File: config.mk
export PLATFORM = sky130hd
export DESIGN_NAME = kernel_cu
export DESIGN_NICKNAME = d
export VERILOG_FILES = /design/src/common/cu_pkg.sv /design/src/arbiter/cu_memory_arbiter.sv /design/src/hdl/cu_config_regs.sv /design/src/hdl/cu_done_hold.sv /design/src/hdl/kernel_cu.sv /design/src/setup/cu_setup_engine.sv /design/src/vertex/cu_vertex_engine.sv
export VERILOG_INCLUDE_DIRS = /design/src /design/src/common
export SDC_FILE = /design/constraint.sdc
export NUM_CORES = 1
export LEC_CHECK = 0
export BUFFER_PORTS_ARGS = -buffer_cell sky130_fd_sc_hd__buf_2
export CAP_MARGIN = 40
export CORE_MARGIN = 3
export CORE_UTILIZATION = 52
export CTS_CLUSTER_DIAMETER = 30
export CTS_CLUSTER_SIZE = 14
export DETAILED_ROUTE_END_ITERATION = 8
export MAX_ROUTING_LAYER = met4
export PLACE_DENSITY = 0.71
export SYNTH_ARGS = -nofsm -noshare
export SYNTH_HDL_FRONTEND = slang
export SYNTH_SLANG_ARGS = --single-unit
File: constraint.sdc
create_clock -name ap_clk -period 3.3 [get_ports ap_clk]
set_input_delay 0.33 -clock ap_clk [delete_from_list [all_inputs] [get_ports ap_clk]]
set_output_delay 0.33 -clock ap_clk [all_outputs]
set_load 0.01 [all_outputs]
File: src/common/cu_defines.svh
// Compute unit parameters
// Widths, request queue depth and the done hold length

`ifndef CU_DEFINES_SVH
`define CU_DEFINES_SVH

// ----------------------------------------
// Datapath widths
// ----------------------------------------
// Byte address into memory
`define CU_ADDR_W 32
// Memory word, also the running sum
`define CU_DATA_W 32
// Vertex count taken from the config word
`define CU_COUNT_W 16
// Address step between consecutive words
`define CU_WORD_BYTES 4

// ----------------------------------------
// Arbiter and done filtering
// ----------------------------------------
// Entries in the shared request queue
`define CU_ARB_FIFO_DEPTH 4
// Cycles a done condition must hold
`define CU_DONE_HOLD 8

`endif

File: src/common/cu_pkg.sv
// Compute unit types
// Vector typedefs, requestor tags and engine state encodings

`include "cu_defines.svh"

package cu_pkg;

  // ----------------------------------------
  // Vectors
  // ----------------------------------------
  typedef logic [`CU_ADDR_W-1:0]  addr_t;
  typedef logic [`CU_DATA_W-1:0]  data_t;
  typedef logic [`CU_COUNT_W-1:0] count_t;
  // One bit, enough for two requestors
  typedef logic                   tag_t;

  // Requestor identity on the memory port
  localparam tag_t TAG_SETUP  = 1'b0;
  localparam tag_t TAG_VERTEX = 1'b1;

  // ----------------------------------------
  // State machines
  // ----------------------------------------
  // Setup engine: config fetch, then wait for flush
  typedef enum logic [2:0] {
    SETUP_IDLE,
    SETUP_REQ,
    SETUP_WAIT_RESP,
    SETUP_WAIT_FLUSH,
    SETUP_DONE
  } setup_state_t;

  // Vertex engine: issue and sum, then hold done
  typedef enum logic [1:0] {
    VERTEX_IDLE,
    VERTEX_RUN,
    VERTEX_DONE
  } vertex_state_t;

endpackage : cu_pkg

File: src/arbiter/cu_memory_arbiter.sv
// Memory arbiter
// Round-robin pops from two engines into one request queue, responses steered by tag

`timescale 1ns/100ps

`include "cu_defines.svh"

module cu_memory_arbiter (
  input  logic          ap_clk,
  input  logic          areset_control,
  input  logic          setup_req_valid,
  input  cu_pkg::addr_t setup_req_addr,
  input  logic          vertex_req_valid,
  input  cu_pkg::addr_t vertex_req_addr,
  input  logic          mem_stall,
  input  logic          mem_resp_valid,
  input  cu_pkg::tag_t  mem_resp_tag,
  input  cu_pkg::data_t mem_resp_data,
  output logic          setup_req_pop,
  output logic          vertex_req_pop,
  output logic          mem_req_valid,
  output cu_pkg::addr_t mem_req_addr,
  output cu_pkg::tag_t  mem_req_tag,
  output logic          setup_resp_valid,
  output logic          vertex_resp_valid,
  output cu_pkg::data_t resp_data,
  output logic          queue_empty
);

  localparam int DEPTH = `CU_ARB_FIFO_DEPTH;
  localparam int PTR_W = $clog2(DEPTH);
  localparam int LVL_W = $clog2(DEPTH + 1);

  // Queue storage
  cu_pkg::addr_t queue_addr [DEPTH];
  cu_pkg::tag_t  queue_tag  [DEPTH];

  logic [PTR_W-1:0] wr_ptr;
  logic [PTR_W-1:0] rd_ptr;
  logic [LVL_W-1:0] level;
  logic             queue_full;

  // Round-robin priority, high favours the vertex engine
  logic             rr_ptr;
  logic             grant_setup;
  logic             grant_vertex;
  logic             push;
  cu_pkg::addr_t    push_addr;
  cu_pkg::tag_t     push_tag;

  // ----------------------------------------
  // Request side
  // ----------------------------------------
  assign queue_full  = (level == LVL_W'(DEPTH));
  assign queue_empty = (level == '0);

  // Grant the favoured engine, or the other if it is idle
  assign grant_setup  = setup_req_valid & (~rr_ptr | ~vertex_req_valid);
  assign grant_vertex = vertex_req_valid & (rr_ptr | ~setup_req_valid);

  // Pop strobes stop while the queue is full
  assign setup_req_pop  = grant_setup & ~queue_full;
  assign vertex_req_pop = grant_vertex & ~queue_full;

  assign push      = setup_req_pop | vertex_req_pop;
  assign push_addr = vertex_req_pop ? vertex_req_addr : setup_req_addr;
  assign push_tag  = vertex_req_pop ? cu_pkg::TAG_VERTEX : cu_pkg::TAG_SETUP;

  // Head leaves whenever memory is not stalling
  assign mem_req_valid = ~queue_empty & ~mem_stall;
  assign mem_req_addr  = queue_addr[rd_ptr];
  assign mem_req_tag   = queue_tag[rd_ptr];

  always_ff @(posedge ap_clk) begin
    if (areset_control) begin
      wr_ptr <= '0;
      rd_ptr <= '0;
      level  <= '0;
      rr_ptr <= 1'b0;
    end else begin
      if (push) begin
        wr_ptr <= (wr_ptr == PTR_W'(DEPTH - 1)) ? '0 : wr_ptr + 1'b1;
        // Other engine gets priority next
        rr_ptr <= ~vertex_req_pop;
      end
      if (mem_req_valid) begin
        rd_ptr <= (rd_ptr == PTR_W'(DEPTH - 1)) ? '0 : rd_ptr + 1'b1;
      end
      case ({push, mem_req_valid})
        2'b10:   level <= level + 1'b1;
        2'b01:   level <= level - 1'b1;
        default: level <= level;
      endcase
    end
  end

  always_ff @(posedge ap_clk) begin
    if (push) begin
      queue_addr[wr_ptr] <= push_addr;
      queue_tag[wr_ptr]  <= push_tag;
    end
  end

  // ----------------------------------------
  // Response side
  // ----------------------------------------
  always_ff @(posedge ap_clk) begin
    if (areset_control) begin
      setup_resp_valid  <= 1'b0;
      vertex_resp_valid <= 1'b0;
    end else begin
      setup_resp_valid  <= mem_resp_valid & (mem_resp_tag == cu_pkg::TAG_SETUP);
      vertex_resp_valid <= mem_resp_valid & (mem_resp_tag == cu_pkg::TAG_VERTEX);
    end
  end

  // Data is shared, the strobes say who owns it
  always_ff @(posedge ap_clk) begin
    resp_data <= mem_resp_data;
  end

endmodule : cu_memory_arbiter

File: src/hdl/cu_config_regs.sv
// Descriptor register and vertex run configuration
// Emits the start pulse and holds the count written by the setup engine

`timescale 1ns/100ps

module cu_config_regs (
  input  logic           ap_clk,
  input  logic           areset_control,
  input  logic           descriptor_valid,
  input  cu_pkg::addr_t  descriptor_cfg_addr,
  input  cu_pkg::addr_t  descriptor_vertex_base,
  input  logic           count_write,
  input  cu_pkg::count_t count_data,
  output logic           start,
  output cu_pkg::addr_t  cfg_addr,
  output cu_pkg::addr_t  vertex_base,
  output cu_pkg::count_t vertex_count,
  output logic           cfg_valid
);

  // Control flags
  always_ff @(posedge ap_clk) begin
    if (areset_control) begin
      start     <= 1'b0;
      cfg_valid <= 1'b0;
    end else begin
      // One cycle pulse per descriptor
      start <= descriptor_valid;
      // New descriptor invalidates the old count
      if (descriptor_valid) begin
        cfg_valid <= 1'b0;
      end else if (count_write) begin
        cfg_valid <= 1'b1;
      end
    end
  end

  // Descriptor payload
  always_ff @(posedge ap_clk) begin
    if (descriptor_valid) begin
      cfg_addr    <= descriptor_cfg_addr;
      vertex_base <= descriptor_vertex_base;
    end
    // Count from the config word
    if (count_write) begin
      vertex_count <= count_data;
    end
  end

endmodule : cu_config_regs

File: src/hdl/cu_done_hold.sv
// Done filter
// Raises its output only once the condition has held CU_DONE_HOLD cycles

`timescale 1ns/100ps

`include "cu_defines.svh"

module cu_done_hold (
  input  logic ap_clk,
  input  logic areset_control,
  input  logic cond,
  output logic held
);

  localparam int HOLD_W = $clog2(`CU_DONE_HOLD + 1);

  // Consecutive cycles seen with cond high
  logic [HOLD_W-1:0] hold_cnt;

  always_ff @(posedge ap_clk) begin
    if (areset_control) begin
      hold_cnt <= '0;
    end else if (!cond) begin
      // Any gap restarts the count
      hold_cnt <= '0;
    end else if (hold_cnt != HOLD_W'(`CU_DONE_HOLD)) begin
      hold_cnt <= hold_cnt + 1'b1;
    end
  end

  // Saturated counter means the condition is stable
  assign held = (hold_cnt == HOLD_W'(`CU_DONE_HOLD));

endmodule : cu_done_hold

File: src/hdl/kernel_cu.sv
// Graph compute unit top level
// Wires the config block, both engines, the memory arbiter and the done filters

`timescale 1ns/100ps

module kernel_cu (
  input  logic           ap_clk,
  input  logic           areset_control,
  input  logic           descriptor_valid,
  input  cu_pkg::addr_t  descriptor_cfg_addr,
  input  cu_pkg::addr_t  descriptor_vertex_base,
  input  logic           mem_stall,
  input  logic           mem_resp_valid,
  input  cu_pkg::tag_t   mem_resp_tag,
  input  cu_pkg::data_t  mem_resp_data,
  output logic           mem_req_valid,
  output cu_pkg::addr_t  mem_req_addr,
  output cu_pkg::tag_t   mem_req_tag,
  output logic           done_out,
  output cu_pkg::data_t  result_sum
);

  // ----------------------------------------
  // Config block outputs
  // ----------------------------------------
  logic           start;
  cu_pkg::addr_t  cfg_addr;
  cu_pkg::addr_t  vertex_base;
  cu_pkg::count_t vertex_count;
  logic           cfg_valid;

  // Setup engine
  logic           setup_req_valid;
  cu_pkg::addr_t  setup_req_addr;
  logic           setup_req_pop;
  logic           setup_resp_valid;
  logic           count_write;
  cu_pkg::count_t count_data;
  logic           setup_done;
  logic           flush;

  // Vertex engine
  logic           vertex_req_valid;
  cu_pkg::addr_t  vertex_req_addr;
  logic           vertex_req_pop;
  logic           vertex_resp_valid;
  logic           vertex_done;

  // Shared arbiter state
  cu_pkg::data_t  resp_data;
  logic           queue_empty;

  // Done only counts once nothing is left queued
  logic           vertex_hold_cond;
  logic           setup_hold_cond;

  assign vertex_hold_cond = vertex_done & queue_empty;
  assign setup_hold_cond  = setup_done & queue_empty;

  // ----------------------------------------
  // Descriptor and vertex run configuration
  // ----------------------------------------
  cu_config_regs config_regs (
    .ap_clk                 (ap_clk),
    .areset_control         (areset_control),
    .descriptor_valid       (descriptor_valid),
    .descriptor_cfg_addr    (descriptor_cfg_addr),
    .descriptor_vertex_base (descriptor_vertex_base),
    .count_write            (count_write),
    .count_data             (count_data),
    .start                  (start),
    .cfg_addr               (cfg_addr),
    .vertex_base            (vertex_base),
    .vertex_count           (vertex_count),
    .cfg_valid              (cfg_valid)
  );

  cu_setup_engine setup_engine (
    .ap_clk         (ap_clk),
    .areset_control (areset_control),
    .start          (start),
    .cfg_addr       (cfg_addr),
    .req_pop        (setup_req_pop),
    .resp_valid     (setup_resp_valid),
    .resp_data      (resp_data),
    .flush          (flush),
    .req_valid      (setup_req_valid),
    .req_addr       (setup_req_addr),
    .count_write    (count_write),
    .count_data     (count_data),
    .setup_done     (setup_done)
  );

  cu_vertex_engine vertex_engine (
    .ap_clk         (ap_clk),
    .areset_control (areset_control),
    .start          (start),
    .cfg_valid      (cfg_valid),
    .vertex_base    (vertex_base),
    .vertex_count   (vertex_count),
    .req_pop        (vertex_req_pop),
    .resp_valid     (vertex_resp_valid),
    .resp_data      (resp_data),
    .req_valid      (vertex_req_valid),
    .req_addr       (vertex_req_addr),
    .vertex_done    (vertex_done),
    .result_sum     (result_sum)
  );

  // ----------------------------------------
  // Memory port
  // ----------------------------------------
  cu_memory_arbiter memory_arbiter (
    .ap_clk            (ap_clk),
    .areset_control    (areset_control),
    .setup_req_valid   (setup_req_valid),
    .setup_req_addr    (setup_req_addr),
    .vertex_req_valid  (vertex_req_valid),
    .vertex_req_addr   (vertex_req_addr),
    .mem_stall         (mem_stall),
    .mem_resp_valid    (mem_resp_valid),
    .mem_resp_tag      (mem_resp_tag),
    .mem_resp_data     (mem_resp_data),
    .setup_req_pop     (setup_req_pop),
    .vertex_req_pop    (vertex_req_pop),
    .mem_req_valid     (mem_req_valid),
    .mem_req_addr      (mem_req_addr),
    .mem_req_tag       (mem_req_tag),
    .setup_resp_valid  (setup_resp_valid),
    .vertex_resp_valid (vertex_resp_valid),
    .resp_data         (resp_data),
    .queue_empty       (queue_empty)
  );

  // Stage one: vertex done long enough flushes setup
  cu_done_hold vertex_done_hold (
    .ap_clk         (ap_clk),
    .areset_control (areset_control),
    .cond           (vertex_hold_cond),
    .held           (flush)
  );

  // Stage two: setup done long enough ends the run
  cu_done_hold setup_done_hold (
    .ap_clk         (ap_clk),
    .areset_control (areset_control),
    .cond           (setup_hold_cond),
    .held           (done_out)
  );

endmodule : kernel_cu

File: src/setup/cu_setup_engine.sv
// Setup engine
// Reads the config word, passes the vertex count on, then waits for flush

`timescale 1ns/100ps

`include "cu_defines.svh"

module cu_setup_engine (
  input  logic           ap_clk,
  input  logic           areset_control,
  input  logic           start,
  input  cu_pkg::addr_t  cfg_addr,
  input  logic           req_pop,
  input  logic           resp_valid,
  input  cu_pkg::data_t  resp_data,
  input  logic           flush,
  output logic           req_valid,
  output cu_pkg::addr_t  req_addr,
  output logic           count_write,
  output cu_pkg::count_t count_data,
  output logic           setup_done
);

  cu_pkg::setup_state_t state;

  // ----------------------------------------
  // State machine
  // ----------------------------------------
  always_ff @(posedge ap_clk) begin
    if (areset_control) begin
      state       <= cu_pkg::SETUP_IDLE;
      count_write <= 1'b0;
    end else begin
      count_write <= 1'b0;
      case (state)
        cu_pkg::SETUP_IDLE, cu_pkg::SETUP_DONE: begin
          // Done holds until the next run
          if (start) begin
            state <= cu_pkg::SETUP_REQ;
          end
        end
        cu_pkg::SETUP_REQ: begin
          // Request level stays up until the arbiter takes it
          if (req_pop) begin
            state <= cu_pkg::SETUP_WAIT_RESP;
          end
        end
        cu_pkg::SETUP_WAIT_RESP: begin
          if (resp_valid) begin
            count_write <= 1'b1;
            state       <= cu_pkg::SETUP_WAIT_FLUSH;
          end
        end
        cu_pkg::SETUP_WAIT_FLUSH: begin
          // Vertex side has settled
          if (flush) begin
            state <= cu_pkg::SETUP_DONE;
          end
        end
        default: state <= cu_pkg::SETUP_IDLE;
      endcase
    end
  end

  // Request address and count payload
  always_ff @(posedge ap_clk) begin
    if (start) begin
      req_addr <= cfg_addr;
    end
    // Low bits of the config word give the vertex count
    if (state == cu_pkg::SETUP_WAIT_RESP && resp_valid) begin
      count_data <= resp_data[`CU_COUNT_W-1:0];
    end
  end

  assign req_valid  = (state == cu_pkg::SETUP_REQ);
  assign setup_done = (state == cu_pkg::SETUP_DONE);

endmodule : cu_setup_engine

File: src/vertex/cu_vertex_engine.sv
// Vertex engine
// Issues consecutive vertex reads and sums the returned words

`timescale 1ns/100ps

`include "cu_defines.svh"

module cu_vertex_engine (
  input  logic           ap_clk,
  input  logic           areset_control,
  input  logic           start,
  input  logic           cfg_valid,
  input  cu_pkg::addr_t  vertex_base,
  input  cu_pkg::count_t vertex_count,
  input  logic           req_pop,
  input  logic           resp_valid,
  input  cu_pkg::data_t  resp_data,
  output logic           req_valid,
  output cu_pkg::addr_t  req_addr,
  output logic           vertex_done,
  output cu_pkg::data_t  result_sum
);

  cu_pkg::vertex_state_t state;

  // Requests accepted and responses seen this run
  cu_pkg::count_t issue_cnt;
  cu_pkg::count_t resp_cnt;
  cu_pkg::count_t resp_cnt_next;

  assign resp_cnt_next = resp_cnt + 1'b1;

  // ----------------------------------------
  // Run control and summation
  // ----------------------------------------
  always_ff @(posedge ap_clk) begin
    if (areset_control) begin
      state      <= cu_pkg::VERTEX_IDLE;
      issue_cnt  <= '0;
      resp_cnt   <= '0;
      result_sum <= '0;
    end else if (start) begin
      // New run clears the old result
      state      <= cu_pkg::VERTEX_IDLE;
      result_sum <= '0;
    end else begin
      case (state)
        cu_pkg::VERTEX_IDLE: begin
          if (cfg_valid) begin
            issue_cnt <= '0;
            resp_cnt  <= '0;
            // Zero vertices, nothing to fetch
            if (vertex_count == '0) begin
              state <= cu_pkg::VERTEX_DONE;
            end else begin
              state <= cu_pkg::VERTEX_RUN;
            end
          end
        end
        cu_pkg::VERTEX_RUN: begin
          if (req_pop) begin
            issue_cnt <= issue_cnt + 1'b1;
          end
          // Several reads may be in flight
          if (resp_valid) begin
            resp_cnt   <= resp_cnt_next;
            result_sum <= result_sum + resp_data;
            if (resp_cnt_next == vertex_count) begin
              state <= cu_pkg::VERTEX_DONE;
            end
          end
        end
        cu_pkg::VERTEX_DONE: begin
          // Held until the next start
          state <= cu_pkg::VERTEX_DONE;
        end
        default: state <= cu_pkg::VERTEX_IDLE;
      endcase
    end
  end

  // Address walks one word per accepted request
  always_ff @(posedge ap_clk) begin
    if (state == cu_pkg::VERTEX_IDLE && cfg_valid) begin
      req_addr <= vertex_base;
    end else if (req_pop) begin
      req_addr <= req_addr + cu_pkg::addr_t'(`CU_WORD_BYTES);
    end
  end

  // Request level until every vertex word is issued
  assign req_valid   = (state == cu_pkg::VERTEX_RUN) && (issue_cnt != vertex_count);
  assign vertex_done = (state == cu_pkg::VERTEX_DONE);

endmodule : cu_vertex_engine
* After elaboration in Yosys (flattened, before gate mapping)
Memory sizes are Yosys's and may differ from the RTL's. A register that Yosys moved wholly into a read port is not among the register bits. Index checks and enable logic that the tools add are counted.
Storage, ports and cells: memory bits (writable) 132, bits of input ports 102, word-level logic and storage cells 134, memories 2, register bits 282, output and inout port bits 67
Memory list:
- memory_arbiter.queue_addr | depth 4, bits a word 32, read ports 1, clocked after Yosys merged registers in 1, write ports 1, line cu_memory_arbiter.sv:35 | cu_pkg::addr_t queue_addr [DEPTH];
- memory_arbiter.queue_tag | depth 4, bits a word 1, read ports 1, clocked after Yosys merged registers in 1, write ports 1, line cu_memory_arbiter.sv:36 | cu_pkg::tag_t queue_tag [DEPTH];
Operators by class: reduce and logical (&&, ||, !) cells 21, equal/unequal tests 25, multiplexer cells 29, add/subtract/negate cells 10, bitwise gates (word level) 24
Operators with widths (count):
- 32-bit 2-to-1 mux | 3
- 16-bit case mux with 2 select lines | 2
- 16-bit 2-to-1 mux | 3
- 16-bit by 1-bit adder with 16-bit output, second input constant | 2
- 32-bit by 3-bit adder with 32-bit output, second input constant | 1
- 32-bit adder | 1
- 2-bit 2-to-1 mux | 10
- 16-bit == test | 1
- 16-bit logical NOT | 1
- 16-bit != test | 1
- 3-bit 2-to-1 mux | 4
- 1-bit inverter | 12
- 3-bit case mux with 4 select lines | 1
- 4-bit AND reduction | 3
- 2-bit OR reduction | 6
- 1-bit AND | 9
- 4-bit by 1-bit adder with 4-bit output, second input constant | 2
- 2-bit == test, second input constant | 4
- 4-bit == test, second input constant | 2
- 2-bit by 1-bit != test with 1-bit output, second input constant | 4
- 2-bit != test, second input constant | 4
- 4-bit != test, second input constant | 2
- 3-bit by 2-bit == test with 1-bit output, second input constant | 2
- 3-bit == test, second input constant | 2
- 15 further kinds | 27

* Depth between registers and ports, before layout
depth in word-level cells 9, depth in mapped cells 14, depth with buffers taken out 13

* Cells and area by module
From an unflattened synthesis, not the netlist that was laid out.
Second synthesis, totals: cell total of the unflattened synthesis 1365, area total of the unflattened synthesis 18063.6 µm²
By module, submodules not included:
- cu_vertex_engine | times used 1, area each 6901.6 µm², sequential area each 2282.2 µm², cells each 853
- cu_memory_arbiter | times used 1, area each 6545.0 µm², sequential area each 4844.6 µm², cells each 308
- cu_config_regs | times used 1, area each 2462.4 µm², sequential area each 2442.3 µm², cells each 85
- cu_setup_engine | times used 1, area each 1646.6 µm², sequential area each 1521.5 µm², cells each 73
- cu_done_hold | times used 2, area each 247.7 µm², sequential area each 80.1 µm², cells each 22
- kernel_cu | times used 1, area each 12.5 µm², sequential area each 0.0 µm², cells each 2

* Least setup slack after synthesis
Ideal clock, no wire load.
kind reg2reg, start reg config_regs.vertex_count[3], end mem memory_arbiter.queue_addr[3][0] (netlist bit) (enable), library setup time 0.393 ns, path buffers 1, setup slack 0.299 ns, period minus slack after synthesis 3.001 ns, data required time 2.907 ns, cell stages (with the launch flop) 8, arrival time 2.608 ns, cells stage by stage edfxtp_1 > xor2_1 > nor4_1 > a41oi_1 > a221oi_1 > or2_2 > clkbuf_1 > and2_1
On the way: cells in the longest elaborated chain, start to end 9, elaborated cells on any way between the ends 11, those cells by class eq/ne: 1; mux: 2; bitwise: 7; reduce/logical: 1
Ends and longest elaborated chain:
- start: declaration | line cu_config_regs.sv:17 | output cu_pkg::count_t vertex_count,
- start signal: assignment | line cu_config_regs.sv:46 | vertex_count <= count_data;
- 16-bit != test (*) | line cu_vertex_engine.sv:92 | assign req_valid = (state == cu_pkg::VERTEX_RUN) && (issue_cnt != vertex_count);
- 1-bit logical AND (*) | line cu_vertex_engine.sv:92
- 1-bit inverter | line cu_memory_arbiter.sv:58 | assign grant_setup = setup_req_valid & (~rr_ptr | ~vertex_req_valid);
- 1-bit bitwise OR | line cu_memory_arbiter.sv:58
- 1-bit AND | line cu_memory_arbiter.sv:58
- 1-bit AND | line cu_memory_arbiter.sv:62 | assign setup_req_pop = grant_setup & ~queue_full;
- 1-bit bitwise OR (*) | line cu_memory_arbiter.sv:65 | assign push = setup_req_pop | vertex_req_pop;
- 1-bit 2-to-1 mux (*) | line cu_memory_arbiter.sv:98 | if (push) begin
- 1-bit 2-to-1 mux (not written as such) (*) | line cu_memory_arbiter.sv:99 | queue_addr[wr_ptr] <= push_addr;
- end: declaration | line cu_memory_arbiter.sv:35
Mark *: on every way between the ends. The rest lies on a longest branch, timed or not.

* Worst setup path after layout
start reg vertex_engine.result_sum[0], end reg vertex_engine.result_sum[30]
On the way: cells in the longest elaborated chain, start to end 1
Ends and longest elaborated chain:
- start: declaration | line cu_vertex_engine.sv:21 | output cu_pkg::data_t result_sum
- start signal: assignment | line cu_vertex_engine.sv:67 | result_sum <= result_sum + resp_data;
- 32-bit adder | line cu_vertex_engine.sv:67
No other way between the ends. A chain may end at the register's enable or synchronous reset.

==> metrics.yaml <==
status: "complete, no violations"
crit_type: "reg -> reg"
p_per_area_nw_per_um2: 707.3
final_util_pct: 69.05
stdcell_count: 2179
cpPeakStageDelay_ns: 0.41
cts_root_buf: "clkbuf_16"
grtUsageTotal_pct: 24.20
layout_common_cells: "edfxtp_1 (292), buf_2 (168), dfxtp_1 (122)"
fin_nets: 1824
routed_wl_um: 42050
holdPathStages: 2
ys_ff_latch: 416
grt_max_degree: 67
gp_congestion: 0.9228
grt_pass1_wl_um: 66770
ant_nets: 0
hold_start: "mem_resp_valid"
area_growth_pct: 28.98
multi_input_area_um2: 6168
ys_types: 66
routedWlPerCell_um: 19.30
timing_hold_violations_final: 0
cts_buffer_depth: 3
max_slew.worst_pin.slew_ns: 0.9160
hp-class: "in -> reg"
holdPathEnd: "memory_arbiter.setup_resp_valid"
antenna_found_initial: 0
setup_violations: 0
clk_pin_slew_ns: 0.05
irDropWorstVdd_uv: 496.2
row_count: 66
dp_cells: 1935
fill_cells: 2289
clock-sinks: 416
synthArstFlopShare_pct: 0
yosys_warnings: 0
grt_pass1_vias: 12500
cp_max_fo: 3
tns_ns: 0
rsz0062_at_grt: "yes"
arrival_ns: 3.66
die_x_um: 190.4
path_common_cell: "a211o_1"
drc_errors: 0
syn-cell-area_um2: 17680
vias: 12000
htreeDepth: 3
pin_count: 169
viasPerCell: 5.509
maxCapViolCount: 0
fin_crit_ns: 3.150
rr_startpoint: "vertex_engine.result_sum[0]"
cp-end-kind: "register"
slew_viol_final: 0
reg2reg_to: "vertex_engine.result_sum[30]"
ys_seq_area_share_pct: 63.62
io_buffers: 168
reg2reg_depth: 11
fin_skew_ns: 0.02154
period_share_pct: 95.46
dieArea_um2: 36260
core_area_um2: 33030
leakagePower_nw: 8.504
drive_gt1_share_pct: 23.33
crit_slowest_cell: "a2111o_1"
dpl.hpwl_um: 24870
clk_latency_ns: 0.60
grt.overflow.total: 0
dr.pass1.iters: 5
final_common_cell: "edfxtp_1"
path_cells: "ha_2 > inv_1 > fa_1 > and2b_2 > o2111ai_2 > a211o_1 > a211o_1 > a2111oi_4 > nor3_2 > a2111o_1 > o211ai_1"
cts_setup_buffers: 0
startpoint_type: "register"
avgSynthCellArea_um2: 13.05
start_util_pct: 53.54
cts_tree: "done"
synth-edff-count: 292
drt-initial-drc-count: 735
cts_buffers: 80
fmax_ghz: 0.3175
whs_ns: 0.04104
syn_nets: 1507
seq_area_um2: 11250
syn_inst: 1355
r2r_slack_ns: 0.15
synth-main-ff-cell: "edfxtp_1"
worstPathRequired_ns: 3.81
slew_headroom_pct: 38.94
chipHeight_um: 190.4
[layer usage]
| layer | routed length [µm] | track usage, % | share of wire, % |
|---|---|---|---|
| met2 | 20360 | 38.39 | 48 |
| met1 | 17650 | 30.79 | 42 |
| met5 | 0 | - | 0 |
| met4 | 1341 | 10.27 | 3.2 |
| met3 | 2697 | 4.669 | 6.4 |
[through the flow]
| step | area (µm²) | setup WS [ns] | power [W] |
|---|---|---|---|
| after floorplan | 17680 | 0.2988 | 0.007476 |
| after global placement | 19120 | 0.1838 | 0.008177 |
| after detailed placement | 19140 | 0.09039 | 0.008231 |
| after CTS | 22770 | 0.07486 | 0.01625 |
| after global routing | 22810 | -0.06133 | 0.01672 |
| final | 22810 | 0.1499 | 0.01613 |
[cells in the mapped netlist (all sizes together), types with 4 or more instances]
master   instances  area [µm²]
a2111oi          4       41.29
a211o            4       35.03
a21o            14       105.1
a21oi           78       390.4
a31oi            6       37.54
and2            19       121.4
and3            22       137.6
and4             6       52.55
buf             15       63.81
clkbuf          37       140.1
dfxtp          124        2482
edfxtp         292        8768
ha              48       600.6
inv             27       101.4
mux2            33       371.6
mux2i           11       110.1
mux4            33       743.2
nand2          118       442.9
nand2b           8       50.05
nand3           37       185.2
nand3b           7       52.55
nand4           19       118.9
nor2            95       356.6
nor2b           12       75.07
nor3            17       85.08
nor4            10       62.56
o211ai           6       45.04
o21a             7       52.55
o21ai           74       370.4
o21bai           4       30.03
o31ai            4       30.03
or2              4       25.02
or3             14       87.58
xnor2           48       420.4
xor2            59       516.8
[repair_timing]
item / 4_1_cts / 5_1_grt
hold buffers: 97 / 0
endpoints found under the hold margin: 97 / 0
setup endpoints to repair: 0 / 2
resized for setup: 0 / 5
[critical path: cells and delay by family, from the launching register on]
kind                     cells  cell delay [ns]
AO/OA/AOI/OAI                6             1.68
adder cells (fa/ha/maj)      2             0.59
AND/OR/NAND/NOR              2             0.37
flip-flops                   1             0.36
buffers and inverters        1             0.06
[flip-flops by register name, indices dropped and copies added, names as in the netlist, 16 cells and up, named ones only]
register and count:
config_regs.cfg_addr 32, config_regs.vertex_base 32, config_regs.vertex_count 16, memory_arbiter.queue_addr 128, memory_arbiter.resp_data 32, setup_engine.count_data 16, setup_engine.req_addr 32, vertex_engine.issue_cnt 16
vertex_engine.req_addr 32, vertex_engine.resp_cnt 16, vertex_engine.result_sum 32
[how the worst max path moves through the flow]
| stage | start | end | slack, ns | cells past startpoint |
|---|---|---|---|---|
| final | vertex_engine.result_sum[0] | vertex_engine.result_sum[30] | 0.15 | 11 |
| after global placement | vertex_engine.result_sum[0] | vertex_engine.result_sum[30] | 0.18 | 11 |
| after floorplan | config_regs.vertex_count[3] | memory_arbiter.queue_addr[3][0] | 0.30 | 7 |
| after CTS | vertex_engine.result_sum[0] | vertex_engine.result_sum[30] | 0.07 | 11 |
| after global routing | config_regs.vertex_count[3] | memory_arbiter.level[2] | -0.06 | 12 |
| after detailed placement | vertex_engine.result_sum[0] | vertex_engine.result_sum[30] | 0.09 | 11 |
[final cells by class]
class,instances,area share [%]
Sequential cell,416,49.34
Clock inverter,53,2.611
Clock buffer,93,9.078
Antenna cell,1,0.01097
Tap cell,442,2.425
Multi-Input combinational cell,860,27.04
Timing Repair Buffer,287,9.051
Inverter,27,0.4443
[cells by family after synthesis]
logic type	share of synthesized area (%)
xor+xnor	5.299
flops	63.62
buf+inv	1.726
simple gates	10.96
compound gates	7.846
fa+ha+maj	3.623
mux	6.927
[power breakdown]
part,leakage [nW],internal (W),switching [W]
sequential,3.72,0.00614,0.000246
combinational,3.51,0.000877,0.000999
clock,1.28,0.00509,0.00278
Note: power is estimated with default switching activity, not from simulation.
